==> src/hdl/atom_pkg.sv <==
// Atom system glue shared definitions
// Bus types, decoded regions, arbiter states and divider constants
package atom_pkg;

   // ==============================
   // Bus and port types
   // ==============================

   // CPU address and data
   typedef logic [15:0] addr_t;
   typedef logic [7:0]  byte_t;

   // Video RAM word address
   typedef logic [12:0] vaddr_t;

   // Speed select: 0 = 1 MHz, 1 = 2 MHz, 2/3 = 4 MHz
   typedef logic [1:0]  turbo_t;

   // Decoded bus target
   typedef enum logic [2:0] {
      REG_RAM,
      REG_VIDEO,
      REG_PIA,
      REG_EMPTY,
      REG_ROM
   } region_t;

   // Video RAM read port arbiter
   typedef enum logic [1:0] {
      VS_IDLE,
      VS_CHECK,
      VS_CPU_ADDR,
      VS_CPU_CAPTURE
   } vid_state_t;

   // ==============================
   // Address map
   // ==============================

   localparam addr_t VIDEO_LO    = 16'h8000;
   localparam addr_t VIDEO_HI    = 16'h97FF;
   localparam addr_t ROM_BASE    = 16'hC000;
   // 16-byte blocks, compared against addr[15:4]
   localparam logic [11:0] PIA_BLOCK   = 12'hB00;
   localparam logic [11:0] EMPTY_BLOCK = 12'hB40;

   // Lock flag lives in bit 5 of zero page E7
   localparam addr_t LOCK_ADDR = 16'h00E7;
   localparam int    LOCK_BIT  = 5;

   // ==============================
   // Dividers and sizes
   // ==============================

   // 25 MHz down to a 1 MHz frame
   localparam int CLKDIV_LAST  = 24;
   localparam int CLKDIV_BITS  = $clog2(CLKDIV_LAST + 1);
   localparam int PWRUP_BITS   = 10;
   // 208 CPU ticks per cassette tone half period
   localparam int CAS_DIV_LAST = 207;
   localparam int CAS_DIV_BITS = $clog2(CAS_DIV_LAST + 1);
   localparam int VRAM_DEPTH   = 8192;

endpackage

==> src/hdl/bus_control.sv <==
// System bus control
// Registers the CPU bus, decodes regions, muxes read data,
// drives external RAM strobes and snoops the lock flag
`timescale 1ns/1ps

module bus_control
   import atom_pkg::*;
(
   input  logic  clk25,
   input  logic  reset,
   input  logic  cpu_clken,
   input  logic  wegate_n,
   input  addr_t cpu_addr,
   input  byte_t cpu_wdata,
   input  logic  cpu_we,
   input  byte_t pia_dout,
   input  byte_t vid_cpu_data,
   input  byte_t ram_rdata,
   output addr_t bus_addr,
   output byte_t bus_wdata,
   output logic  bus_write,
   output logic  pia_sel,
   output logic  video_sel,
   output byte_t cpu_din,
   output addr_t ram_addr,
   output byte_t ram_wdata,
   output logic  ram_we_n,
   output logic  ram_oe_n,
   output logic  lock
);

   region_t region;

   // ==============================
   // Bus register
   // ==============================

   // Address and data
   always_ff @(posedge clk25)
   begin
      if (cpu_clken)
      begin
         bus_addr  <= cpu_addr;
         bus_wdata <= cpu_wdata;
      end
   end

   // Direction
   always_ff @(posedge clk25 or posedge reset)
   begin
      if (reset)
         bus_write <= 1'b0;
      else if (cpu_clken)
         bus_write <= cpu_we;
   end

   // ==============================
   // Address decode
   // ==============================

   // Dropped chip selects fall through to RAM
   always_comb
   begin
      if (bus_addr >= VIDEO_LO && bus_addr <= VIDEO_HI)
         region = REG_VIDEO;
      else if (bus_addr[15:4] == PIA_BLOCK)
         region = REG_PIA;
      else if (bus_addr[15:4] == EMPTY_BLOCK)
         region = REG_EMPTY;
      else if (bus_addr >= ROM_BASE)
         region = REG_ROM;
      else
         region = REG_RAM;
   end

   assign pia_sel   = (region == REG_PIA);
   assign video_sel = (region == REG_VIDEO);

   // Read mux, ROM is served by external RAM
   always_comb
   begin
      case (region)
         REG_VIDEO: cpu_din = vid_cpu_data;
         REG_PIA:   cpu_din = pia_dout;
         REG_EMPTY: cpu_din = '0;
         default:   cpu_din = ram_rdata;
      endcase
   end

   // ==============================
   // External RAM
   // ==============================

   assign ram_addr  = bus_addr;
   assign ram_wdata = bus_wdata;
   assign ram_oe_n  = bus_write;
   // Writes above C000 are masked
   assign ram_we_n  = !(bus_write && !wegate_n && (region != REG_ROM));

   // Lock flag snoop
   always_ff @(posedge clk25 or posedge reset)
   begin
      if (reset)
         lock <= 1'b0;
      else if (cpu_clken && bus_write && bus_addr == LOCK_ADDR)
         lock <= bus_wdata[LOCK_BIT];
   end

endmodule

==> config.mk <==
export PLATFORM = sky130hd
export DESIGN_NAME = bus_control
export DESIGN_NICKNAME = d
export VERILOG_FILES = /design/src/hdl/atom_pkg.sv /design/src/hdl/bus_control.sv
export SDC_FILE = /design/constraint.sdc
export NUM_CORES = 1
export LEC_CHECK = 0
export BUFFER_PORTS_ARGS = -buffer_cell sky130_fd_sc_hd__buf_4
export CAP_MARGIN = 20
export CORE_ASPECT_RATIO = 1.75
export CORE_MARGIN = 2
export CORE_UTILIZATION = 40
export DETAILED_ROUTE_END_ITERATION = 12
export GPL_TIMING_DRIVEN = 0
export PLACE_DENSITY = 0.83
export SETUP_SLACK_MARGIN = 0.02
export SYNTH_ARGS = -nofsm -noshare
export SYNTH_HDL_FRONTEND = slang
export SYNTH_SLANG_ARGS = --single-unit
==> constraint.sdc <==
create_clock -name clk25 -period 2.7 [get_ports clk25]
set_input_delay 0.405 -clock clk25 [delete_from_list [all_inputs] [get_ports clk25]]
set_output_delay 0.405 -clock clk25 [all_outputs]
set_load 0.02 [all_outputs]
# After elaboration in Yosys (flattened, before gate mapping)
# Index checks and enable logic that the tools add are counted.
# Widths: inputs -> output; s select.
dict set report totals {
  elab_cells 26
  reg_bits 26
}
dict set report op_classes {
  reduce_logical 7
  n_eq_ne 7
  n_mux 5
  order_cmp 3
}
# cell count
set ops {}
lappend ops {{$ge 16x16->1 const B} 2}
lappend ops {{$eq 12x12->1 const B} 2}
lappend ops {{$pmux 8 s3} 1}
lappend ops {{$eq 16x8->1 const B} 1}
lappend ops {{$le 16x16->1 const B} 1}
lappend ops {{$mux 3} 4}
lappend ops {{$eq 3x2->1 const B} 2}
lappend ops {{$logic_and 1x1->1} 5}
lappend ops {{$eq 3x1->1 const B} 1}
lappend ops {{$ne 3x3->1 const B} 1}
lappend ops {{$logic_not 1->1} 2}

# Depth between registers and ports, before layout
dict set report depth {
  ltp_word 8
  ltp_mapped 5
}

# Worst setup path after synthesis
# Ideal clock, no wire load.
dict set report synth_timing {
  path_kind {reg-to-output}
  from {register bus_addr[8]}
  to {output cpu_din[0]}
  setup_slack_ns 0.590
  stages_incl_launch_ff 5
  arrival_time_ns 1.705
  n_path_buf 1
  cell_sequence {edfxtp_1 or3_4 or3_1 buf_6 o221ai_2}
}
dict set report synth_between {
  elab_chain_cells 7
  elab_cells_between_ends 14
  classes_between {order compare (3); eq/ne (5); mux (5); reduce/logical (1)}
}
# element line
set synth_lines {}
lappend synth_lines {{start: declaration} bus_control.sv:19} ;# output addr_t bus_addr,
lappend synth_lines {{start signal: assignment} bus_control.sv:43} ;# bus_addr <= cpu_addr;
lappend synth_lines {{$ge 16x16->1} bus_control.sv:70} ;# else if (bus_addr >= ROM_BASE)
lappend synth_lines {{$mux 3} bus_control.sv:70}
lappend synth_lines {{$mux 3} bus_control.sv:68} ;# else if (bus_addr[15:4] == EMPTY_BLOCK)
lappend synth_lines {{$mux 3} bus_control.sv:66} ;# else if (bus_addr[15:4] == PIA_BLOCK)
lappend synth_lines {{$mux 3 (*)} bus_control.sv:64} ;# if (bus_addr >= VIDEO_LO && bus_addr <= VIDEO_HI)
lappend synth_lines {{$eq 3x2->1 / $eq 3x1->1 (equally long branches)} bus_control.sv:82} ;# case (region)
lappend synth_lines {{$pmux 8 s3 (*)} bus_control.sv:82}
lappend synth_lines {{end: declaration} bus_control.sv:24} ;# output byte_t cpu_din,
# Mark *: on every way between the ends. The rest lies on a longest branch, timed or not.

# Worst setup path after layout
dict set report layout_timing {
  from {register bus_addr[7]}
  to {output cpu_din[7]}
}
# Same word-level chain as after synthesis.

==> out/metrics.csv <==
metric,value,unit
status,finished clean,
worst-skew pair later-pin latency,0.26,ns
WL/cell,13.2,um
Rel. slew slack,76.4,%
Hold WC Path Type,primary input to flop,
Worst VDD drop,0.478,mV
clk buf depth,2,
Worst setup SP type,flop,
CP Max Fanout,9,
Post-Syn Area,1330,um2
critical path class,flop to output pin,
input/output buffers,114,
final core utilization,72.8,%
first-pass GRT wire length,4990,um
DRC,0,
CTS Sinks,26,
sw frac,28.0,%
Yosys cell types,21,
die area,3830,um2
RSZ-0062 raised after global routing,no,
CTS buffer count,3,
final worst slack,0.228,ns
fmax,404,MHz
clock share of power,19.7,%
"Data arrival, critical path",2.07,ns
Rows,27,
"commonest non-fill, non-tap cell in the layout",buf_4,
Cells after Synth,106,
net switching power,0.000298,W
Initial Util,42.0,%
Syn Nets,159,
initial antenna violation count,0,
final antenna-violating net count,0,
root buf cell,clkbuf_8,
"commonest non-fill, non-tap cells in the layout","buf_4 (140), edfxtp_1 (24), inv_1 (18)",
sequential share of the synthesized area,57.8,%
fraction of layout cells with a size suffix above 1,69.9,%
crit end category,output pin,
DR vias/cell,4.45,
Internal,0.000768,W
Filler Cell Count,262,
Top-Level Pins,115,
setup_tns,0,ns
RePlAce Congestion,0.694,
via count,1198,
initial drt markers,13,
largest net degree at the start of global routing,27,
total of flip-flops plus latches after synthesis,26,
"Period Utilization, post-route",91.6,%
max-cap viol count,0,
grt ovf,0,
CTS tree,done,
average footprint of a synthesized cell,12.6,um2
Area growth syn-to-layout,73.5,%
die width,47.6,um
core area,3180,um2
clk slew on worst S/H paths,0.08,ns
vias in the first global route,1183,
warnings from Yosys,0,
cell count after placement,263,
pwr dens,461,nW/um2
ant diodes,0,
final cell count without fillers,269,
first drt pass iteration count,3,
sequential power share,47.3,%
Final Max Tran Viols,0,
"Top FF cell, synth",edfxtp_1,
fraction of registers with async set/reset,7.69,%
pre-CTS setup slack,0.417,ns
Required @ worst endpoint,2.30,ns
Post-Route WL,3550,um
H-tree depth,1,
clk_skew,0.00802,ns
Period minus WS final,2.47,ns
Worst-Margin Slew,0.353,ns
combinational cell fraction of total power,33.0,%
LEAKAGE,1.15,nW
nets@finish,280,
GR Util All Layers,18.3,%
Final setup viols,0,
Design Power,0.00107,W
hpwl dp,3010,um
Final Hold Vio Count,0,
Die H,80.4,um
"EDFF count, synth",24,
-- worst max-delay path, stage by stage, from the launching register on --
cell      delay, ns
edfxtp_1       0.45
nor4_2         0.32
nand4_1        0.15
or3_1          0.34
buf_6          0.16
o221ai_2       0.21
buf_4          0.18
-- synthesized netlist by cell type (2+ instances only) --
master	number	area, um2
buf_4	25	188
mux2_2	2	22.5
nor2_1	2	7.51
o221ai_2	8	120
edfxtp_1	24	721
nand4_1	2	12.5
dfrtp_1	2	50.1
nand2_1	11	41.3
inv_1	18	67.6
-- layer usage --
metal | up-vias | wire (um) | GRT usage [%]
li1 | 581 | - | -
met1 | 526 | 1040 | 15.6
met2 | 85 | 2000 | 37.0
met3 | 6 | 460 | 4.04
met4 | 0 | 55 | 5.68
met5 | - | 0 | 0
-- worst paths after layout --
path                       cells after the start      endpoint  slack (ns)          from
max in group asynchronous                      3          lock        2.03         reset
hold / removal                                 1  bus_wdata[2]        0.31  cpu_wdata[2]
setup / recovery                               6    cpu_din[7]        0.23   bus_addr[7]
setup reg to reg                               4          lock        1.26   bus_addr[8]
hold reg to reg                                1          lock        0.51          lock
min in group asynchronous                      3     bus_write        0.56         reset
-- kinds of logic (layout without fill, tap and decap cells) --
kind of cell,count (synthesis),in the layout,share of synthesized area [%]
flip-flops,26,26,57.8
multiplexers,2,2,1.69
buffers and inverters,45,165,20.4
AO/OA/AOI/OAI,9,9,9.86
AND/OR/NAND/NOR,24,24,10.2
-- power groups by stage --
stage	registers (W)	logic, W	clock network (W)
final	0.000505	0.000352	0.000209
after global routing	0.000509	0.000373	0.000232
after CTS	0.000505	0.000354	0.000216
after detailed placement	0.000514	0.000352	0
after global placement	0.000513	0.000347	0
after floorplan	0.000546	0.000132	0
-- sequential cells by signal, summed over array words and instances (netlist names) --
signal and flops:
bus_addr 16, bus_write 1, bus_wdata 8, lock 1
-- per-stage QoR --
stage / area [um2] / hold WS [ns]
final: 2310 / 0.314
after global routing: 2310 / 0.302
after CTS: 2300 / 0.310
after detailed placement: 2240 / 0.273
after global placement: 2240 / 0.269
after floorplan: 1330 / 0.146
-- what timing repair did --
action | CTS | global route
resized for setup | 0 | 1
hold buffers | 1 | 0
endpoints found under the hold margin | 2 | 0
setup endpoints to repair | 0 | 2
buffers inserted | 0 | 1
-- cell type report --
class                   instances  area (um2)  area share, %
plain buffers                  27         204           8.82
clock buffers                   4        45.0           1.95
well taps                      43        53.8           2.33
repair buffers                116         873           37.8
flip-flops and latches         26         771           33.3
multi-input cells              35         298           12.9
inverters                      18        67.6           2.92
Note: power is estimated with default switching activity, not from simulation.
