**config.mk**
```make
export PLATFORM = sky130hd
export DESIGN_NAME = pia_8255
export DESIGN_NICKNAME = d
export VERILOG_FILES = /design/src/hdl/atom_pkg.sv /design/src/hdl/pia_8255.sv
export SDC_FILE = /design/constraint.sdc
export NUM_CORES = 1
export LEC_CHECK = 0
export ABC_CLOCK_PERIOD_IN_PS = 1700
export BUFFER_PORTS_ARGS = -buffer_cell sky130_fd_sc_hd__buf_2
export CAP_MARGIN = 40
export CORE_ASPECT_RATIO = 0.7
export CORE_MARGIN = 3
export CORE_UTILIZATION = 44
export DETAILED_ROUTE_END_ITERATION = 12
export PLACE_DENSITY = 0.77
export SLEW_MARGIN = 20
export SYNTH_ARGS = -nofsm -noshare
export SYNTH_HDL_FRONTEND = slang
export SYNTH_SLANG_ARGS = --single-unit
```
**constraint.sdc**
```tcl
create_clock -name clk25 -period 1.7 [get_ports clk25]
set_clock_uncertainty 0.05 [all_clocks]
set_input_delay 0.085 -clock clk25 [delete_from_list [all_inputs] [get_ports clk25]]
set_output_delay 0.085 -clock clk25 [all_outputs]
set_load 0.1 [all_outputs]
```
**src/hdl/atom_pkg.sv**
```systemverilog
// Atom system glue shared definitions
// Bus types, decoded regions, arbiter states and divider constants
package atom_pkg;

   // ==============================
   // Bus and port types
   // ==============================

   // CPU address and data
   typedef logic [15:0] addr_t;
   typedef logic [7:0]  byte_t;

   // Video RAM word address
   typedef logic [12:0] vaddr_t;

   // Speed select: 0 = 1 MHz, 1 = 2 MHz, 2/3 = 4 MHz
   typedef logic [1:0]  turbo_t;

   // Decoded bus target
   typedef enum logic [2:0] {
      REG_RAM,
      REG_VIDEO,
      REG_PIA,
      REG_EMPTY,
      REG_ROM
   } region_t;

   // Video RAM read port arbiter
   typedef enum logic [1:0] {
      VS_IDLE,
      VS_CHECK,
      VS_CPU_ADDR,
      VS_CPU_CAPTURE
   } vid_state_t;

   // ==============================
   // Address map
   // ==============================

   localparam addr_t VIDEO_LO    = 16'h8000;
   localparam addr_t VIDEO_HI    = 16'h97FF;
   localparam addr_t ROM_BASE    = 16'hC000;
   // 16-byte blocks, compared against addr[15:4]
   localparam logic [11:0] PIA_BLOCK   = 12'hB00;
   localparam logic [11:0] EMPTY_BLOCK = 12'hB40;

   // Lock flag lives in bit 5 of zero page E7
   localparam addr_t LOCK_ADDR = 16'h00E7;
   localparam int    LOCK_BIT  = 5;

   // ==============================
   // Dividers and sizes
   // ==============================

   // 25 MHz down to a 1 MHz frame
   localparam int CLKDIV_LAST  = 24;
   localparam int CLKDIV_BITS  = $clog2(CLKDIV_LAST + 1);
   localparam int PWRUP_BITS   = 10;
   // 208 CPU ticks per cassette tone half period
   localparam int CAS_DIV_LAST = 207;
   localparam int CAS_DIV_BITS = $clog2(CAS_DIV_LAST + 1);
   localparam int VRAM_DEPTH   = 8192;

endpackage

```
**src/hdl/pia_8255.sv**
```systemverilog
// 8255 PIA register model
// Fixed-direction ports A, B and C, plus the cassette tone
// divider and the cassette output gate
`timescale 1ns/1ps

module pia_8255
   import atom_pkg::*;
(
   input  logic       clk25,
   input  logic       reset,
   input  logic       cpu_clken,
   input  addr_t      bus_addr,
   input  byte_t      bus_wdata,
   input  logic       bus_write,
   input  logic       pia_sel,
   input  byte_t      pia_pb,
   input  logic       fs_n,
   input  logic       rept_n,
   input  logic       cas_in,
   output byte_t      pia_dout,
   output byte_t      pia_pa,
   output logic [3:0] pia_pc_out,
   output logic       cas_out
);

   byte_t                   pa_r;
   logic [3:0]              pc_r;
   byte_t                   pc_full;
   logic [CAS_DIV_BITS-1:0] cas_div;
   logic                    cas_tone;

   // ==============================
   // Port registers
   // ==============================

   always_ff @(posedge clk25 or posedge reset)
   begin
      if (reset)
      begin
         pa_r <= '0;
         pc_r <= '0;
      end
      else if (cpu_clken && pia_sel && bus_write)
      begin
         case (bus_addr[1:0])
            2'd0: pa_r <= bus_wdata;
            2'd2: pc_r <= bus_wdata[3:0];
            2'd3:
            begin
               // Bit set/reset word, mode words ignored
               // Selects 4 to 7 are the input half
               if (!bus_wdata[7] && !bus_wdata[3])
                  pc_r[bus_wdata[2:1]] <= bus_wdata[0];
            end
            default: ;
         endcase
      end
   end

   assign pia_pa     = pa_r;
   assign pia_pc_out = pc_r;

   // Upper nibble is inputs and tone
   assign pc_full = {fs_n, rept_n, cas_in, cas_tone, pc_r};

   // Read back
   always_comb
   begin
      case (bus_addr[1:0])
         2'd0:    pia_dout = pa_r;
         2'd1:    pia_dout = pia_pb;
         2'd2:    pia_dout = pc_full;
         default: pia_dout = '0;
      endcase
   end

   // ==============================
   // Cassette
   // ==============================

   // Tone toggles every 208 CPU ticks
   always_ff @(posedge clk25 or posedge reset)
   begin
      if (reset)
      begin
         cas_div  <= '0;
         cas_tone <= 1'b0;
      end
      else if (cpu_clken)
      begin
         if (cas_div == CAS_DIV_BITS'(CAS_DIV_LAST))
         begin
            cas_div  <= '0;
            cas_tone <= !cas_tone;
         end
         else
            cas_div <= cas_div + 1'b1;
      end
   end

   // Two NANDs and an inverter in the original
   assign cas_out = !pc_r[0] || (pc_r[1] && !cas_tone);

endmodule

```
; Yosys cells after proc, flatten, opt, wreduce, memory -nomap -nowiden
; Cells that the tools add are included.
[totals]
register_bits = 21
latch_bits = 0
ramBits = 0
mem_bits_ro = 0
inputBits = 40
output_inout_bits = 21
wordCells = 34
memories = 0
[classes]
add_sub_neg = 1
multipliers = 0
div_mod_pow = 0
order_cmp = 2
n_eq_ne = 5
shifts = 0
muxes = 7
bitwise = 0
n_reduce_logical = 15
[ops]
columns = cell, n
row1 = $pmux W8 S3, 1
row2 = $add A8 B1 Y8 const B, 1
row3 = $eq A8 B8 Y1 const B, 1
row4 = $mux W8, 1
row5 = $pmux W4 S2, 1
row6 = $logic_and A1 B1 Y1, 5
row7 = $bwmux W4, 1
row8 = $eq A2 B2 Y1 const B, 2
row9 = $logic_not A1 Y1, 4
row10 = $mux W4, 1
row11 = $reduce_and A2 Y1, 2
row12 = $lt A2 B3 Y1 const B, 1
row13 = $reduce_and A3 Y1, 1
row14 = $demux W1 S2, 1
row15 = $eq A2 B1 Y1 const B, 1
row16 = $ge A2 B1 Y1 const B, 1
row17 = $logic_not A2 Y1, 1
row18 = $ne A2 B2 Y1 const B, 1
row19 = $reduce_bool A2 Y1, 1
row20 = $logic_or A1 B1 Y1, 1
row21 = $mux W1, 1

; Longest topological paths before layout
[logic_depth]
word_depth = 7
ltp_mapped = 5
ltp_nobuf = 4

; Least setup slack after synthesis
; Ideal clock, no wire load.
[synth_path]
kind = register to output
startpoint = reg pa_r[4] (netlist: pia_pa[4])
endpoint = out pia_dout[4]
t_arrival_ns = 3.200
slack_ns = -1.635
path_stages_with_launch = 3
cell_sequence = dfrtp_1 mux2i_1 o21ai_0
[synth_via]
elab_chain_cells = 1
[synth_lines]
columns = element, line_no
row1 = start: declaration, pia_8255.sv:26  ; byte_t pa_r;
row2 = start signal: assignment, pia_8255.sv:46  ; 2'd0: pa_r <= bus_wdata;
row3 = $pmux W8 S3, pia_8255.sv:69  ; case (bus_addr[1:0])
row4 = end: declaration, pia_8255.sv:20  ; output byte_t pia_dout,
; Every way passes these cells.

; Worst setup path after layout
[layout_path]
startpoint = reg cas_div[0]
endpoint = reg cas_div[7]
[layout_via]
elab_chain_cells = 2
[layout_lines]
columns = element, line_no
row1 = start: declaration, pia_8255.sv:29  ; logic [CAS_DIV_BITS-1:0] cas_div;
row2 = start signal: assignment, pia_8255.sv:97  ; cas_div <= cas_div + 1'b1;
row3 = $add A8 B1 Y8 or $eq A8 B8 Y1 (tied branches), "pia_8255.sv:97, pia_8255.sv:91"
row4 = $mux W8 (*), pia_8255.sv:91  ; if (cas_div == CAS_DIV_BITS'(CAS_DIV_LAST))
; Every way passes the cells marked *; elsewhere a longest branch is shown, timed or not.
; A chain may end at the register's enable or synchronous reset.

==> impl_metrics.py <==
metrics = {
    "routing": {
        "vias": 1154,
        "drt_pass1_iterations": 4,
        "wire_per_inst_um": 15.80,
        "totalWireLength_mm": 3.286,
        "viasPerCell": 5.548,
        "remaining_drc_errors": 0,
        "drt_iter0_markers": 37,
        "ant_nets": 0,
    },
    "synthesis": {
        "synth-seq-area-share_pct": 41.83,
        "synth_cell_types": 41,
        "synthArstFlopShare_pct": 100.0,
        "yosysTopAreaCell": "dfrtp_1",
        "synth_ff_type": "dfrtp_1",
        "ys_warn_count": 0,
        "syn-instance-count": 121,
        "ys_ff_latch": 21,
        "syn_nets": 162,
        "synth_edf_count": 0,
        "synth.area.top_cells": "dfrtp_1 (42%), mux2_2 (7.2%), mux2i_1 (6.4%)",
        "synth_top_area_share_pct": 41.83,
        "syn_avg_cell_area_um2": 10.38,
        "synthesis.area_mm2": 0.001256,
    },
    "clock_tree": {
        "cts_buffers": 3,
        "root_buffer": "clkbuf_8",
        "insertion_delay_ns": 0.27,
        "post_cts_buffers": 0,
        "h-tree-depth": 1,
        "cts_tree": "done",
        "cts_resized": 0,
        "path_clk_slew_ns": 0.08,
        "clkSinkCount": 21,
        "clock_path_buffers": 2,
    },
    "place": {
        "dp_slack_ns": 0.2300,
        "place_area_mm2": 0.001762,
        "portBuffers": 46,
        "gp_congestion": 0.8097,
        "dp_hpwl_mm": 2.561,
    },
    "cells_and_area": {
        "postLayoutCoreUtil_pct": 71.35,
        "n_fill_cell": 185,
        "nets": 216,
        "area_growth_pct": 47.11,
        "num_antenna_cells": 0,
        "multi_input_area_um2": 783.3,
        "fin_area_mm2": 0.001848,
        "regArea_um2": 536.8,
        "drive_above_1_share_pct": 53.45,
    },
    "worst_setup_path": {
        "critPathKind": "reg2reg",
        "crit_required_ns": 1.80,
        "path_delay_family": "simple AND/OR/NAND/NOR gates",
        "start_kind": "flip-flop",
        "cp_num_buf_inv": 0,
        "path_cells": "ha_1, and4_2, a21oi_1, or3_1",
        "crit_fanout": 3,
        "cp_data_arrival_time_ns": 1.57,
        "critical_path.max_stage_delay_ns": 0.40,
        "end_kind": "flip-flop",
        "crit_slowest_cell": "dfrtp_1",
    },
    "floorplan": {
        "die_area_mm2": 0.003543,
        "fp.dieH_um": 50.71,
        "start_util_pct": 48.50,
        "die-width_um": 69.87,
        "num_rows": 15,
        "core-area_mm2": 0.002590,
        "io_pins": 61,
    },
    "sta": {
        "fin_setup_tns_ns": 0,
        "drv_slew": 0,
        "fin_crit_ns": 1.463,
        "setup_viol": 0,
        "tightest_slew_ns": 0.4906,
        "hold_viol": 0,
        "rsz0062_at_grt": "no",
        "slew_headroom_pct": 67.52,
        "fin_crit_sh_pct": 86.04,
        "timing.fmax_mhz": 683.6,
        "setup_ws_ns": 0.2373,
    },
    "run": {
        "max_cap_violations": 0,
    },
    "global_routing": {
        "antenna_found_initial": 0,
        "grt_pass1_wl_mm": 5.630,
        "grt_max_degree": 22,
        "grt_pass1_vias": 1219,
        "grt.overflow.total": 0,
        "grt.total_usage_pct": 20.62,
    },
    "hold_path": {
        "hold_class": "in2reg",
    },
    "power_and_ir_drop": {
        "power_density_mw_per_mm2": 1304,
        "finalPower_mw": 2.410,
        "ir_drop_mv": 0.8050,
        "p_leak_nw": 0.8608,
    },
    "status": {
        "status": "completed",
    },
}
==> state kept, by name, indices dropped and copies added, names as in the netlist <==
| signal | cells |
|---|---|
| pia_pa | 8 |
| pia_pc_out | 4 |
| cas_div | 8 |
| cas_tone | 1 |
==> cell type report <==
class                   instances  share of cell area, %
clock buffers                   3                  2.234
clock inverters                 1                 0.2708
inverters                       3                 0.6093
multi-input cells              91                  42.38
flip-flops and latches         21                  29.05
well taps                      34                  2.302
repair buffers                 55                  23.16
==> cells in the mapped netlist (2+ instances only) <==
library cell  instances
dfrtp_1              21
nand2_1              14
o21ai_0               9
mux2_2                8
mux2i_1               8
a21oi_1               6
nor2_1                5
nand2b_1              4
inv_1                 3
nand3_1               3
xor2_1                3
a41o_2                2
buf_2                 2
mux2_4                2
nand4_1               2
nor3_1                2
o221a_2               2
xnor2_1               2
==> worst register-to-register path, stage by stage, from the launching register on <==
cell	delay (ns)
dfrtp_1	0.40
ha_1	0.20
and4_2	0.27
a21oi_1	0.07
or3_1	0.36
==> worst paths after layout <==
path                       slack (ns)  cells after the start                   start                         to
setup / recovery                 0.24                      4  cas_div[0]$_DFFE_PP0P_     cas_div[7]$_DFFE_PP0P_
hold / removal                   0.04                      2            bus_wdata[0]  pia_pc_out[0]$_DFFE_PP0P_
setup reg to reg                 0.24                      4  cas_div[0]$_DFFE_PP0P_     cas_div[7]$_DFFE_PP0P_
hold reg to reg                  0.48                      1   pia_pa[1]$_DFFE_PP0P_      pia_pa[1]$_DFFE_PP0P_
max in group asynchronous        1.04                      4                   reset      pia_pa[0]$_DFFE_PP0P_
min in group asynchronous        0.33                      4                   reset     cas_div[7]$_DFFE_PP0P_
==> cells in the final DEF (no fill, tap or decap), drive strengths merged, types with 2 or more instances in the layout <==
cell type,synthesis,routed
nand2,15,15
clkbuf,2,3
nand4,3,3
mux2,10,10
dlygate4sd3,0,4
nor3,3,3
xnor2,2,2
nand3,3,3
inv,3,3
mux2i,8,8
nand2b,4,4
o21ai,10,10
o221a,2,2
buf,4,51
xor2,3,3
a21oi,6,6
nor2,5,5
a41o,2,2
dfrtp,21,21
==> report_power, final <==
part / switching (mW) / internal (mW)
combinational: 0.919 / 0.372
sequential: 0.144 / 0.639
clock: 0.173 / 0.164
total: 1.24 / 1.18
==> metal layers <==
metal	GRT usage (%)	wire, µm	vias up
li1	-	-	546
met1	23.64	1356	556
met2	36.05	1670	43
met3	6.600	196	9
met4	7.962	63	0
met5	0	0	-
==> metrics by stage <==
stage,hold slack (ns),std cells
after global routing,0.03297,208
after floorplan,0.01090,121
final,0.03683,208
after CTS,0.0006710,206
after global placement,0.07640,200
after detailed placement,0.07862,200
==> cell families (layout without fill, tap and decap cells) <==
family	count (synthesis)	after routing	synth area share [%]
and+or+nand+nor	40	40	17.43
AOI/OAI and AO/OA	27	27	16.43
DFF	21	21	41.83
muxes	18	18	15.94
buffers and inverters	9	62	3.884
xor gates and xnor gates	5	5	3.487
adders and majority gates	1	1	0.9959
==> timing repair <==
action                                 CTS  global route
setup endpoints to repair                0             0
endpoints found under the hold margin   22             2
hold buffers                             2             2
No activity file was read; power rests on OpenSTA's default activity.
