### src/hdl/atom_pkg.sv
// Atom system glue shared definitions
// Bus types, decoded regions, arbiter states and divider constants
package atom_pkg;

   // ==============================
   // Bus and port types
   // ==============================

   // CPU address and data
   typedef logic [15:0] addr_t;
   typedef logic [7:0]  byte_t;

   // Video RAM word address
   typedef logic [12:0] vaddr_t;

   // Speed select: 0 = 1 MHz, 1 = 2 MHz, 2/3 = 4 MHz
   typedef logic [1:0]  turbo_t;

   // Decoded bus target
   typedef enum logic [2:0] {
      REG_RAM,
      REG_VIDEO,
      REG_PIA,
      REG_EMPTY,
      REG_ROM
   } region_t;

   // Video RAM read port arbiter
   typedef enum logic [1:0] {
      VS_IDLE,
      VS_CHECK,
      VS_CPU_ADDR,
      VS_CPU_CAPTURE
   } vid_state_t;

   // ==============================
   // Address map
   // ==============================

   localparam addr_t VIDEO_LO    = 16'h8000;
   localparam addr_t VIDEO_HI    = 16'h97FF;
   localparam addr_t ROM_BASE    = 16'hC000;
   // 16-byte blocks, compared against addr[15:4]
   localparam logic [11:0] PIA_BLOCK   = 12'hB00;
   localparam logic [11:0] EMPTY_BLOCK = 12'hB40;

   // Lock flag lives in bit 5 of zero page E7
   localparam addr_t LOCK_ADDR = 16'h00E7;
   localparam int    LOCK_BIT  = 5;

   // ==============================
   // Dividers and sizes
   // ==============================

   // 25 MHz down to a 1 MHz frame
   localparam int CLKDIV_LAST  = 24;
   localparam int CLKDIV_BITS  = $clog2(CLKDIV_LAST + 1);
   localparam int PWRUP_BITS   = 10;
   // 208 CPU ticks per cassette tone half period
   localparam int CAS_DIV_LAST = 207;
   localparam int CAS_DIV_BITS = $clog2(CAS_DIV_LAST + 1);
   localparam int VRAM_DEPTH   = 8192;

endpackage

### src/hdl/clock_enables.sv
// Clock enables and reset generation
// Turbo-selected CPU enable from a divide-by-25 counter, write gate,
// power-up counter and the combined system reset
`timescale 1ns/1ps

module clock_enables
   import atom_pkg::*;
(
   input  logic   clk25,
   input  logic   reset,
   input  logic   reset_sw,
   input  turbo_t turbo,
   output logic   cpu_clken,
   output logic   wegate_n,
   output logic   sys_reset,
   output logic   reset_led
);

   logic [CLKDIV_BITS-1:0] div_cnt;
   logic                   clken_next;
   logic                   clken_d;
   logic [PWRUP_BITS-1:0]  pwr_cnt;
   logic                   pwr_full;
   logic                   hard_reset;

   // ==============================
   // Divider and CPU enable
   // ==============================

   // Pulse positions within the 25-count frame
   always_comb
   begin
      case (turbo)
         2'd0:    clken_next = (div_cnt == '0);
         2'd1:    clken_next = (div_cnt[2:0] == 3'd0) && !div_cnt[4];
         default: clken_next = (div_cnt[1:0] == 2'd0) && !div_cnt[4];
      endcase
   end

   always_ff @(posedge clk25 or posedge reset)
   begin
      if (reset)
      begin
         div_cnt   <= '0;
         cpu_clken <= 1'b0;
         clken_d   <= 1'b0;
         wegate_n  <= 1'b1;
      end
      else
      begin
         if (div_cnt == CLKDIV_BITS'(CLKDIV_LAST))
            div_cnt <= '0;
         else
            div_cnt <= div_cnt + 1'b1;
         cpu_clken <= clken_next;
         // Gate opens one cycle after the bus settles
         clken_d   <= cpu_clken;
         wegate_n  <= !clken_d;
      end
   end

   // ==============================
   // Reset sources
   // ==============================

   assign pwr_full = &pwr_cnt;

   always_ff @(posedge clk25 or posedge reset)
   begin
      if (reset)
      begin
         pwr_cnt    <= '0;
         hard_reset <= 1'b1;
      end
      else if (cpu_clken)
      begin
         if (!pwr_full)
            pwr_cnt <= pwr_cnt + 1'b1;
         // Switch is active low
         hard_reset <= !reset_sw || !pwr_full;
      end
   end

   // Input reset acts at once
   assign sys_reset = reset || hard_reset;

   // Red LED follows reset
   always_ff @(posedge clk25 or posedge reset)
   begin
      if (reset)
         reset_led <= 1'b1;
      else
         reset_led <= sys_reset;
   end

endmodule

### config.mk
export PLATFORM = sky130hd
export DESIGN_NAME = clock_enables
export DESIGN_NICKNAME = d
export VERILOG_FILES = /design/src/hdl/atom_pkg.sv /design/src/hdl/clock_enables.sv
export SDC_FILE = /design/constraint.sdc
export NUM_CORES = 1
export LEC_CHECK = 0
export BUFFER_PORTS_ARGS = -buffer_cell sky130_fd_sc_hd__buf_2
export CORE_MARGIN = 4
export CORE_UTILIZATION = 40
export CTS_BUF_LIST = sky130_fd_sc_hd__clkbuf_2
export DETAILED_ROUTE_END_ITERATION = 8
export PLACE_DENSITY_LB_ADDON = 0.12
export SLEW_MARGIN = 20
export SYNTH_ARGS = -nofsm -noshare
export SYNTH_HDL_FRONTEND = slang
export SYNTH_SLANG_ARGS = --single-unit
### constraint.sdc
create_clock -name clk25 -period 3.2 [get_ports clk25]
set_input_delay 0.16 -clock clk25 [delete_from_list [all_inputs] [get_ports clk25]]
set_output_delay 0.16 -clock clk25 [all_outputs]
set_load 0.05 [all_outputs]
# After elaboration in Yosys (flattened, before gate mapping)
# Cells that the tools add are included.
# op_classes
n_eq_ne	2
n_reduce_logical	14
bitwise_logic	1
n_mux	2
n_addsub	2
# ops
cell	n
10-bit by 1-bit adder with 10-bit output, second input constant	1
10-bit AND reduction	1
5-bit by 1-bit adder with 5-bit output, second input constant	1
5-bit equality test, second input constant	1
5-bit zero test	1
5-bit two-way mux	1
1-bit zero test	4
2-bit zero test	2
3-bit zero test	1
2-bit by 1-bit equality test with 1-bit output, second input constant	1
1-bit logical AND	2
1-bit logical OR	2
1-bit one-hot mux with 2 select lines	1
2-bit AND reduction	1
1-bit NOT	1
# word_totals
regBits	20
out_inout_bits	4

# Logic depth before layout (Yosys ltp)
# Gate-level depths: netlist (run 1).
# depth
ltp_word	3
mapped_depth	5
depth_no_buf	5

# Worst setup path after synthesis (run 1)
# No wires, ideal clock.
# synth_path
kind	register -> register
startpoint	register pwr_cnt[0]
endpoint	register pwr_cnt[1]
arrival_time_ns	1.420
synth_period_minus_slack_ns	1.545
stages_incl_launch_ff	6
path_slack_ns	1.655
required_time_ns	3.075
n_path_buf	1
path_cell_list	dfrtp_1 > ha_1 > and4_1 > buf_6 > a31oi_4 > mux2_4
# synth_via
elab_chain_cells	3
elab_cells_between_ends	4
# synth_rtl
item	line	rtl
start: declaration	clock_enables.sv:22	logic [PWRUP_BITS-1:0] pwr_cnt;
start signal: assignment	clock_enables.sv:78	pwr_cnt <= pwr_cnt + 1'b1;
branches (longest 3 deep; another with 10-bit by 1-bit adder with 10-bit output)	--	
# Parallel ways; which one is timed is not known.
# A chain may end at the register's enable or synchronous reset.

# Final worst setup path (run 1)
# Ends and elaborated chain as after synthesis.

==> flow_metrics.tcl, run 1 <==
set metrics [dict create \
    fp.dieH_um 56.9 \
    drive_gt1_share_pct 21.3 \
    final_util_pct 47.6 \
    arrival_ps 1840 \
    setup_viol 0 \
    netlist_area_um2 956 \
    reg2reg_depth 4 \
    synth_commonest_cells "dfrtp_1 (17), inv_1 (7), nand2_1 (6)" \
    p_leak_nw 0.488 \
    nNetsFinal 103 \
    antenna_found_initial 0 \
    postRouteAntennaNets 0 \
    yosysWarnings 0 \
    fmax_mhz 621 \
    ys_types 33 \
    worst_slack_ps 1590 \
    crit_required_ps 3430 \
    crit_end "pwr_cnt[1]$_DFFE_PP0P_" \
    synth_top_area_share_pct 44.5 \
    grt_pass1_wl_um 2820 \
    area_growth_pct 11.1 \
    vias 647 \
    postSynth.asyncResetShare_pct 100 \
    hold_violations 0 \
    h-tree-depth 1 \
    pre_cts_ws_ps 1610 \
    synth.most_common_cell "dfrtp_1" \
    grt_max_degree 21 \
    crit_path_start_kind "register" \
    final_cells 122 \
    skew_ps 11.7 \
    ys_ff_latch 20 \
    reg2reg_from "pwr_cnt[0]$_DFFE_PP0P_" \
    ir_drop_uv 218 \
    outcome "complete, no violations" \
    synth_cells 84 \
    syn_nets 92 \
    min_period_ps 1610 \
    grt_overflow 0 \
    post_cts_resized 0 \
    cp_max_fo 6 \
    port_buffers 8 \
    clk_pin_slew_ps 200 \
    gp_congestion 0.782 \
    place_hpwl_um 1140 \
    drt-initial-drc-count 5 \
    crit_chain "ha_1 -> and4_1 -> a31oi_4 -> mux2_4" \
    drc 0 \
    reg2reg_to "pwr_cnt[1]$_DFFE_PP0P_" \
    synthTopCellsByArea "dfrtp_1 (45%), dfstp_2 (8.2%), ha_1 (3.9%)" \
    grt_usage_pct 11.4 \
    path_class "reg2reg" \
    antenna_cells 0 \
    clock_latency_ps 310 \
    cts_buffer_depth 2 \
    wl_per_cell_um 12.9 \
    endpoint_kind "register" \
    postCtsSetupRepairBufs 0 \
    max_cap_violations 0 \
    vias_per_cell 5.30 \
    die_w_um 56.9 \
    cts_buffers 3 \
    synth_ff_type "dfrtp_1" \
    ios 9 \
    crit_path_start "pwr_cnt[0]$_DFFE_PP0P_" \
    initial_core_util_pct 42.8 \
    rsz0062_at_grt "false" \
    drv_slew 0 \
    syn_avg_cell_area_um2 11.4 \
    slowest_stage "dfrtp_1" \
    reg2reg_setup_slack_ps 1590 \
    cts.root.buffer_cell "clkbuf_2" \
    power_density_mw_per_mm2 508 \
    ctsHoldBuffers 1 \
    grt_pass1_vias 676 \
    min_period_over_period_pct 50.3 \
    hp-class "in2reg" \
    tightest_slew_ps 731 \
    synth_edf_count 0 \
    dpl.cell_count 117 \
    cts_sinks 20 \
    finalSetupTns_ps 0 \
    synth_seq_area_share_pct 52.7 \
    die-area_mm2 0.00324 \
    slew_headroom_pct 51.2 \
    rows 17 \
    slowest_delay_ps 460 \
    p_total_w 0.000540 \
    cts_tree "built" \
    dr.pass1.iters 4 \
    routed_wl_um 1580 \
    synth_top_cell_by_area "dfrtp_1" \
    core_mm2 0.00223 \
    fillers 219 \
]
final cells by class:
cell class	instances	area [um2]	area share (%)
Tap cell	28	35.0	3.30
Inverter	7	26.3	2.47
Sequential cell	20	504	47.5
Clock inverter	1	30.0	2.83
Multi-Input combinational cell	54	402	37.8
Clock buffer	3	15.0	1.41
Timing Repair Buffer	9	50.0	4.71
placed cells by master, fill, tap and decap left out, types with 2 or more instances in the layout:
cell type and instances:
a32oi_1 2, ha_1 3, o21ai_0 5, o31ai_1 2, xor2_1 2, inv_1 7, a22o_1 2, a41oi_1 2
nand3_1 4, and4_1 2, a21oi_1 3, nand4_1 2, clkbuf_2 3, dfrtp_1 17, buf_2 8, dfstp_2 3
nand2_1 6, nor2b_1 4, a31oi_1 2
how the worst min path moves through the flow:
| stage | cells past startpoint | to | from |
|---|---|---|---|
| 2_1_floorplan | 1 | clken_d$_DFF_PP0_ | reset |
| 3_3_place_gp | 2 | clken_d$_DFF_PP0_ | reset |
| 3_5_place_dp | 2 | clken_d$_DFF_PP0_ | reset |
| 4_1_cts | 2 | cpu_clken$_DFF_PP0_ | turbo[1] |
| 5_1_grt | 2 | cpu_clken$_DFF_PP0_ | turbo[1] |
| 6_report | 3 | hard_reset$_DFFE_PP1P_ | reset_sw |
power by group:
group	switching [W]	leakage (nW)	internal [W]	total [W]
clock	0.0000774	0.0266	0.000108	0.000185
sequential	0.0000288	0.252	0.000276	0.000305
combinational	0.0000225	0.210	0.0000270	0.0000495
per-stage QoR:
stage	hold WS, ps	instance area [um2]
floorplan	122	956
finish	78.8	1060
CTS	49.8	1060
global placement	338	1010
global route	26.5	1060
detailed placement	335	1010
cells by family (layout without fill, tap and decap cells):
logic type	Yosys count	in the layout	share of synthesized area [%]
AOI/OAI and AO/OA	21	21	16.8
adders and majority gates	3	3	3.93
xor gates and xnor gates	3	3	2.75
and+or+nand+nor	25	25	16.0
DFF	20	20	52.7
muxes	2	2	2.62
buffers and inverters	10	20	5.24
flip-flops by register name, indices dropped and copies added (netlist names):
| register | flops |
|---|---|
| clken_d | 1 |
| wegate_n | 1 |
| cpu_clken | 1 |
| hard_reset | 1 |
| reset_led | 1 |
| div_cnt | 5 |
| pwr_cnt | 10 |
critical path: cells and delay by family (launching register included):
family / cells / cell delay, ps
DFF: 1 / 460
muxes: 1 / 310
AOI/OAI and AO/OA: 1 / 240
and+or+nand+nor: 1 / 270
adders and majority gates: 1 / 250
routing by layer:
layer / up-vias / part of all wire [%] / track usage [%] / wire length, um
met1: 309 / 48 / 13.4 / 757
met5: - / 0 / 0 / 0
li1: 326 / - / - / -
met4: 0 / 1.8 / 7.28 / 29
met3: 4 / 3.4 / 3.22 / 53
met2: 8 / 47 / 17.8 / 739
(Power assumes the default switching activity.)
==> run 2: changes to the inputs <==
- ABC_AREA: default -> 1
- clock period: 3.2 -> 1.5 ns (I/O delays scaled with it)
==> flow_metrics.tcl, run 2 <==
set metrics [dict create \
    synth_commonest_cells "nand2_1 (34), inv_1 (24), dfrtp_1 (17)" \
    met3_usage_pct 4.58 \
    grt_max_degree 15 \
    largest_register_ffs 10 \
    nNetsFinal 149 \
    synthTopCellsByArea "dfrtp_1 (41%), nand2_1 (12%), inv_1 (8.7%)" \
    ir_drop_uv 532 \
    fin_area_mm2 0.00117 \
    path_class "reg2reg" \
    dr.pass1.iters 4 \
    final_cell_mix "nand2_1 (34), inv_1 (24), dfrtp_1 (16)" \
    crit_chain "ha_1 -> nand2_2 -> nor2_4 -> nand3_4 -> nand2_2 -> nand2_1 -> o21ai_0" \
    syn_nets 132 \
    tightest_slew_ps 259 \
    cp_max_fo 12 \
    drv_slew 0 \
    synth_ff_type "dfrtp_1" \
    grt_util_met1_pct 15.1 \
    crit_path_start_kind "register" \
    grt_util_met2_pct 21.1 \
    drive_gt1_share_pct 19.3 \
    synth_top_area_share_pct 40.9 \
    rows 18 \
    gp_congestion 0.733 \
    synth.most_common_cell "nand2_1" \
    postRouteAntennaNets 0 \
    drc 0 \
    initial_core_util_pct 42.0 \
    top_register "pwr_cnt" \
    rsz0062_at_grt "false" \
    synth_top_family_by_area "simple AND/OR/NAND/NOR gates" \
    grt-busiest-layer "met2" \
    grt_usage_pct 12.8 \
    min_period_ps 1360 \
    netlist_area_mm2 0.00104 \
    power_density_mw_per_mm2 831 \
    crit_required_ps 1740 \
    fmax_mhz 733 \
    hold_violations 0 \
    finalSetupTns_ps 0 \
    synth_seq_area_share_pct 48.5 \
    cpMostUsedCell "nand2_2" \
    antenna_cells 0 \
    slew_headroom_pct 82.7 \
    yosys.area_share.xor_xnor_pct 1.68 \
    die-area_mm2 0.00348 \
    synth_top_cell_by_area "dfrtp_1" \
    h-tree-depth 1 \
    antenna_found_initial 0 \
    synthMuxAreaShare_pct 0 \
    place_area_mm2 0.00111 \
    wl_per_cell_um 10.7 \
    cts.root.buffer_cell "clkbuf_2" \
    die_w_um 59.0 \
    grt_overflow 0 \
    core_mm2 0.00248 \
    pre_cts_ws_ps 143 \
    place_hpwl_um 1410 \
    port_buffers 8 \
    worst_slack_ps 136 \
    postSynth.asyncResetShare_pct 100 \
    post_cts_resized 0 \
    fp.dieH_um 59.0 \
    cts_sinks 20 \
    ys_ff_latch 20 \
    clk_pin_slew_ps 180 \
    cts_buffer_depth 2 \
    vias_per_cell 4.78 \
    yosys.area_share.simple_pct 31.9 \
    clock_latency_ps 300 \
    grt_pass1_wl_um 3310 \
    p_total_w 0.000973 \
    area_growth_pct 12.6 \
    cts_tree "built" \
    skew_ps 12.8 \
    p_leak_nw 0.622 \
    routed_wl_um 1820 \
    max_cap_violations 0 \
    outcome "complete, no violations" \
    hp-class "in2reg" \
    syn_avg_cell_area_um2 8.39 \
    synthAdderAreaFrac_pct 3.61 \
    slowest_delay_ps 410 \
    endpoint_kind "register" \
    ios 9 \
    final_common_cell "nand2_1" \
    synth_compound_area_share_pct 3.85 \
    crit_buf_inv 0 \
    yosysWarnings 0 \
    drt-initial-drc-count 17 \
    reg_top3 "pwr_cnt (10), div_cnt (5)" \
    synth_edf_count 0 \
    cp_top_family "simple AND/OR/NAND/NOR gates" \
    slowest_stage "dfrtp_1" \
    fin_hold_ws_ps 77.5 \
    setup_viol 0 \
    arrival_ps 1610 \
    synth_cells 124 \
    ys_types 24 \
    cts_buffers 3 \
    vias 812 \
    grt_pass1_vias 785 \
    min_period_over_period_pct 90.9 \
]
[run 2: cell count changes after synthesis, sizes merged, moves of 2 or more]
cell,delta
a21oi,-2
a22o,-2
a31oi,-3
a32oi,-2
a41oi,-2
and4,-2
inv,+17
nand2,+30
nand3,+11
nor2,+4
nor2b,-4
nor3,+2
o31ai,-2
[run 2: final timing paths]
| kind | to | startpoint | slack, ps | cells after the start |
|---|---|---|---|---|
| max in group asynchronous | hard_reset$_DFFE_PP1P_ | reset | 760 | 4 |
| worst min-delay path | cpu_clken$_DFF_PP0_ | turbo[0] | 80 | 3 |
| worst max-delay path | pwr_cnt[2]$_DFFE_PP0P_ | pwr_cnt[0]$_DFFE_PP0P_ | 140 | 7 |
| worst min register to register | wegate_n$_DFF_PP1_ | clken_d$_DFF_PP0_ | 380 | 1 |
| worst max register to register | pwr_cnt[2]$_DFFE_PP0P_ | pwr_cnt[0]$_DFFE_PP0P_ | 140 | 7 |
| min in group asynchronous | clken_d$_DFF_PP0_ | reset | 210 | 3 |
[run 2: routing by layer]
layer  up-vias  share of wire (%)
met5         -                  0
met4         0                1.3
met3         2                5.1
met2        19                 49
met1       369                 44
li1        422                  -
[run 2: worst reg2reg max path: cells and delay by family, from the launching register on]
kind	cells	cell delay, ps
compound gates	1	70
fa+ha+maj	1	230
flops	1	410
simple gates	5	590
[run 2: per-stage QoR]
stage / utilization [%] / cells
floorplan: - / 124
global placement: 45.0 / 162
detailed placement: 45.0 / 162
CTS: 47.0 / 169
global route: 47.3 / 170
finish: 47.3 / 170
[run 2: report_power, final]
part	total [W]	internal, W	switching, W
combinational	0.000138	0.0000626	0.0000753
clock	0.000209	0.0000579	0.000151
sequential	0.000626	0.000582	0.0000438
total	0.000973	0.000703	0.000270
[run 2: cell type report]
cell class / count / area, um2
fill: 260 / 1310
clock inverter: 1 / 3.75
tap: 30 / 37.5
multi-input combinational: 78 / 427
inverter: 24 / 90.1
timing repair buffer: 14 / 92.6
sequential: 20 / 505
clock buffer: 3 / 15.0
[run 2: kinds of logic after synthesis]
family,count (synthesis)
compound gates,7
xor+xnor,2
fa+ha+maj,3
buf+inv,26
flops,20
simple gates,66
[run 2: what timing repair did]
action / CTS / global route
setup endpoints to repair: 0 / 2
buffers inserted: 0 / 1
endpoints found under the hold margin: 22 / 0
hold buffers: 3 / 0
==> run 3: changes to the inputs <==
- clock period: 1.5 -> 1.33 ns (I/O delays scaled with it)
==> flow_metrics.tcl, run 3 (synthesized netlist as in run 2, its figures left out) <==
set metrics [dict create \
    antenna_cells 0 \
    endpoint_kind "register" \
    p_leak_nw 0.631 \
    drv_slew 0 \
    routed_wl_um 1780 \
    final_cell_mix "nand2_1 (34), inv_1 (24), dfrtp_1 (16)" \
    largest_register_ffs 10 \
    whs_path_depth 3 \
    dpl.cell_count 163 \
    postRouteAntennaNets 0 \
    rsz0062_at_grt "true" \
    wl_per_cell_um 10.3 \
    p_clk_share_pct 21.3 \
    cts_buffer_depth 2 \
    final_cells 172 \
    nNetsFinal 151 \
    crit_path_start_kind "register" \
    cp_max_fo 6 \
    crit_required_ps 1570 \
    arrival_ps 1540 \
    core_mm2 0.00248 \
    cts_buffers 3 \
    reg2reg_to "pwr_cnt[2]$_DFFE_PP0P_" \
    power_density_mw_per_mm2 928 \
    combPwrFrac_pct 15.5 \
    vias 808 \
    cts.root.buffer_cell "clkbuf_2" \
    slowest_delay_ps 440 \
    drt-initial-drc-count 19 \
    min_period_over_period_pct 97.8 \
    switching_share_pct 28.6 \
    reg_top3 "pwr_cnt (10), div_cnt (5)" \
    h-tree-depth 1 \
    max_cap_violations 0 \
    reg2reg_depth 7 \
    ios 9 \
    reg2reg_setup_slack_ps 30 \
    reg2reg_from "pwr_cnt[0]$_DFFE_PP0P_" \
    outcome "complete, no violations" \
    initial_core_util_pct 42.0 \
    clock_latency_ps 300 \
    hp-class "in2reg" \
    grt_overflow 0 \
    internal-power_w 0.000807 \
    vias_per_cell 4.70 \
    worstHoldEndpoint "cpu_clken$_DFF_PP0_" \
    setup_viol 0 \
    top_register "pwr_cnt" \
    tightest_slew_ps 251 \
    antenna_found_initial 0 \
    area_growth_pct 17.1 \
    final_common_cell "nand2_1" \
    grt_pass1_vias 708 \
    slowest_stage "dfrtp_1" \
    die-area_mm2 0.00348 \
    p_total_w 0.00113 \
    rows 18 \
    hold_violations 0 \
    p_seq_share_pct 63.2 \
    drc 0 \
    grt_max_degree 21 \
    port_buffers 8 \
    die_w_um 59.0 \
    grt_usage_pct 11.3 \
    crit_chain "ha_4 -> nand2_2 -> nor2_4 -> nand3_4 -> nand2_4 -> nand2_1 -> o21ai_0" \
    finalSetupTns_ps 0 \
    path_class "reg2reg" \
    min_period_ps 1300 \
    clk_pin_slew_ps 180 \
    cts_sinks 20 \
    slew_headroom_pct 83.3 \
    dr.pass1.iters 4 \
    fmax_mhz 768 \
    gp_congestion 0.830 \
    place_hpwl_um 1260 \
    grt_pass1_wl_um 3030 \
    skew_ps 4.92 \
    drive_gt1_share_pct 21.1 \
    cts_tree "built" \
    fp.dieH_um 59.0 \
    ir_drop_uv 538 \
    min-delay-start "turbo[0]" \
    p_sw_w 0.000323 \
]
==> run 3: metrics by stage <==
step | area (um2) | utilization, % | hold WS, ps | worst slack (ps)
after global placement | 1120 | 45.3 | 113 | 49.5
final | 1220 | 49.1 | 68.9 | 28.7
after global routing | 1220 | 49.1 | 90.7 | -46.0
after floorplan | 1040 | - | 28.0 | 6.01
after CTS | 1180 | 47.6 | 49.9 | 1.79
after detailed placement | 1120 | 45.3 | 116 | -11.4
==> run 3: power by group through the flow <==
stage / registers, W / clock network (W) / logic, W
finish: 0.000713 / 0.000241 / 0.000175
CTS: 0.000706 / 0.000265 / 0.000160
global placement: 0.000715 / 0 / 0.000151
detailed placement: 0.000717 / 0 / 0.000151
global route: 0.000721 / 0.000288 / 0.000201
floorplan: 0.000711 / 0 / 0.000112
==> run 3: worst max-delay path by stage <==
stage	cells after the start	start	end	slack, ps
floorplan	8	cpu_clken$_DFF_PP0_	pwr_cnt[9]$_DFFE_PP0P_	6
global placement	6	pwr_cnt[1]$_DFFE_PP0P_	pwr_cnt[2]$_DFFE_PP0P_	50
detailed placement	6	pwr_cnt[1]$_DFFE_PP0P_	pwr_cnt[2]$_DFFE_PP0P_	-10
CTS	2	hard_reset$_DFFE_PP1P_	sys_reset	2
global route	7	pwr_cnt[1]$_DFFE_PP0P_	pwr_cnt[2]$_DFFE_PP0P_	-50
finish	7	pwr_cnt[0]$_DFFE_PP0P_	pwr_cnt[2]$_DFFE_PP0P_	30
==> run 3: repair_timing <==
| item | in CTS | in global routing |
|---|---|---|
| hold buffers | 3 | 0 |
| resized for setup | 2 | 5 |
| buffers inserted | 0 | 1 |
| gates cloned | 0 | 1 |
| setup endpoints to repair | 4 | 9 |
| hold endpoints to repair | 23 | 0 |
| pin swaps | 0 | 2 |
==> run 3: cell type report <==
type,count,area [um2]
inverters,24,90.1
repair buffers,15,106
fillers,252,1260
clock buffers,3,15.0
well taps,30,37.5
flip-flops and latches,20,505
clock inverters,1,3.75
multi-input cells,79,459
==> run 3: per-layer routing <==
layer	GRT usage (%)	vias to the layer above	wire length [um]
met4	2.91	0	15
li1	-	426	-
met2	18.3	12	861
met1	14.4	368	835
met3	3.92	2	64
met5	0	-	0
==> run 3: worst max-delay path, delay by kind of cell, from the launching register on <==
family,cells,cell delay [ps]
compound gates,1,80
fa+ha+maj,1,170
flops,1,440
simple gates,5,560
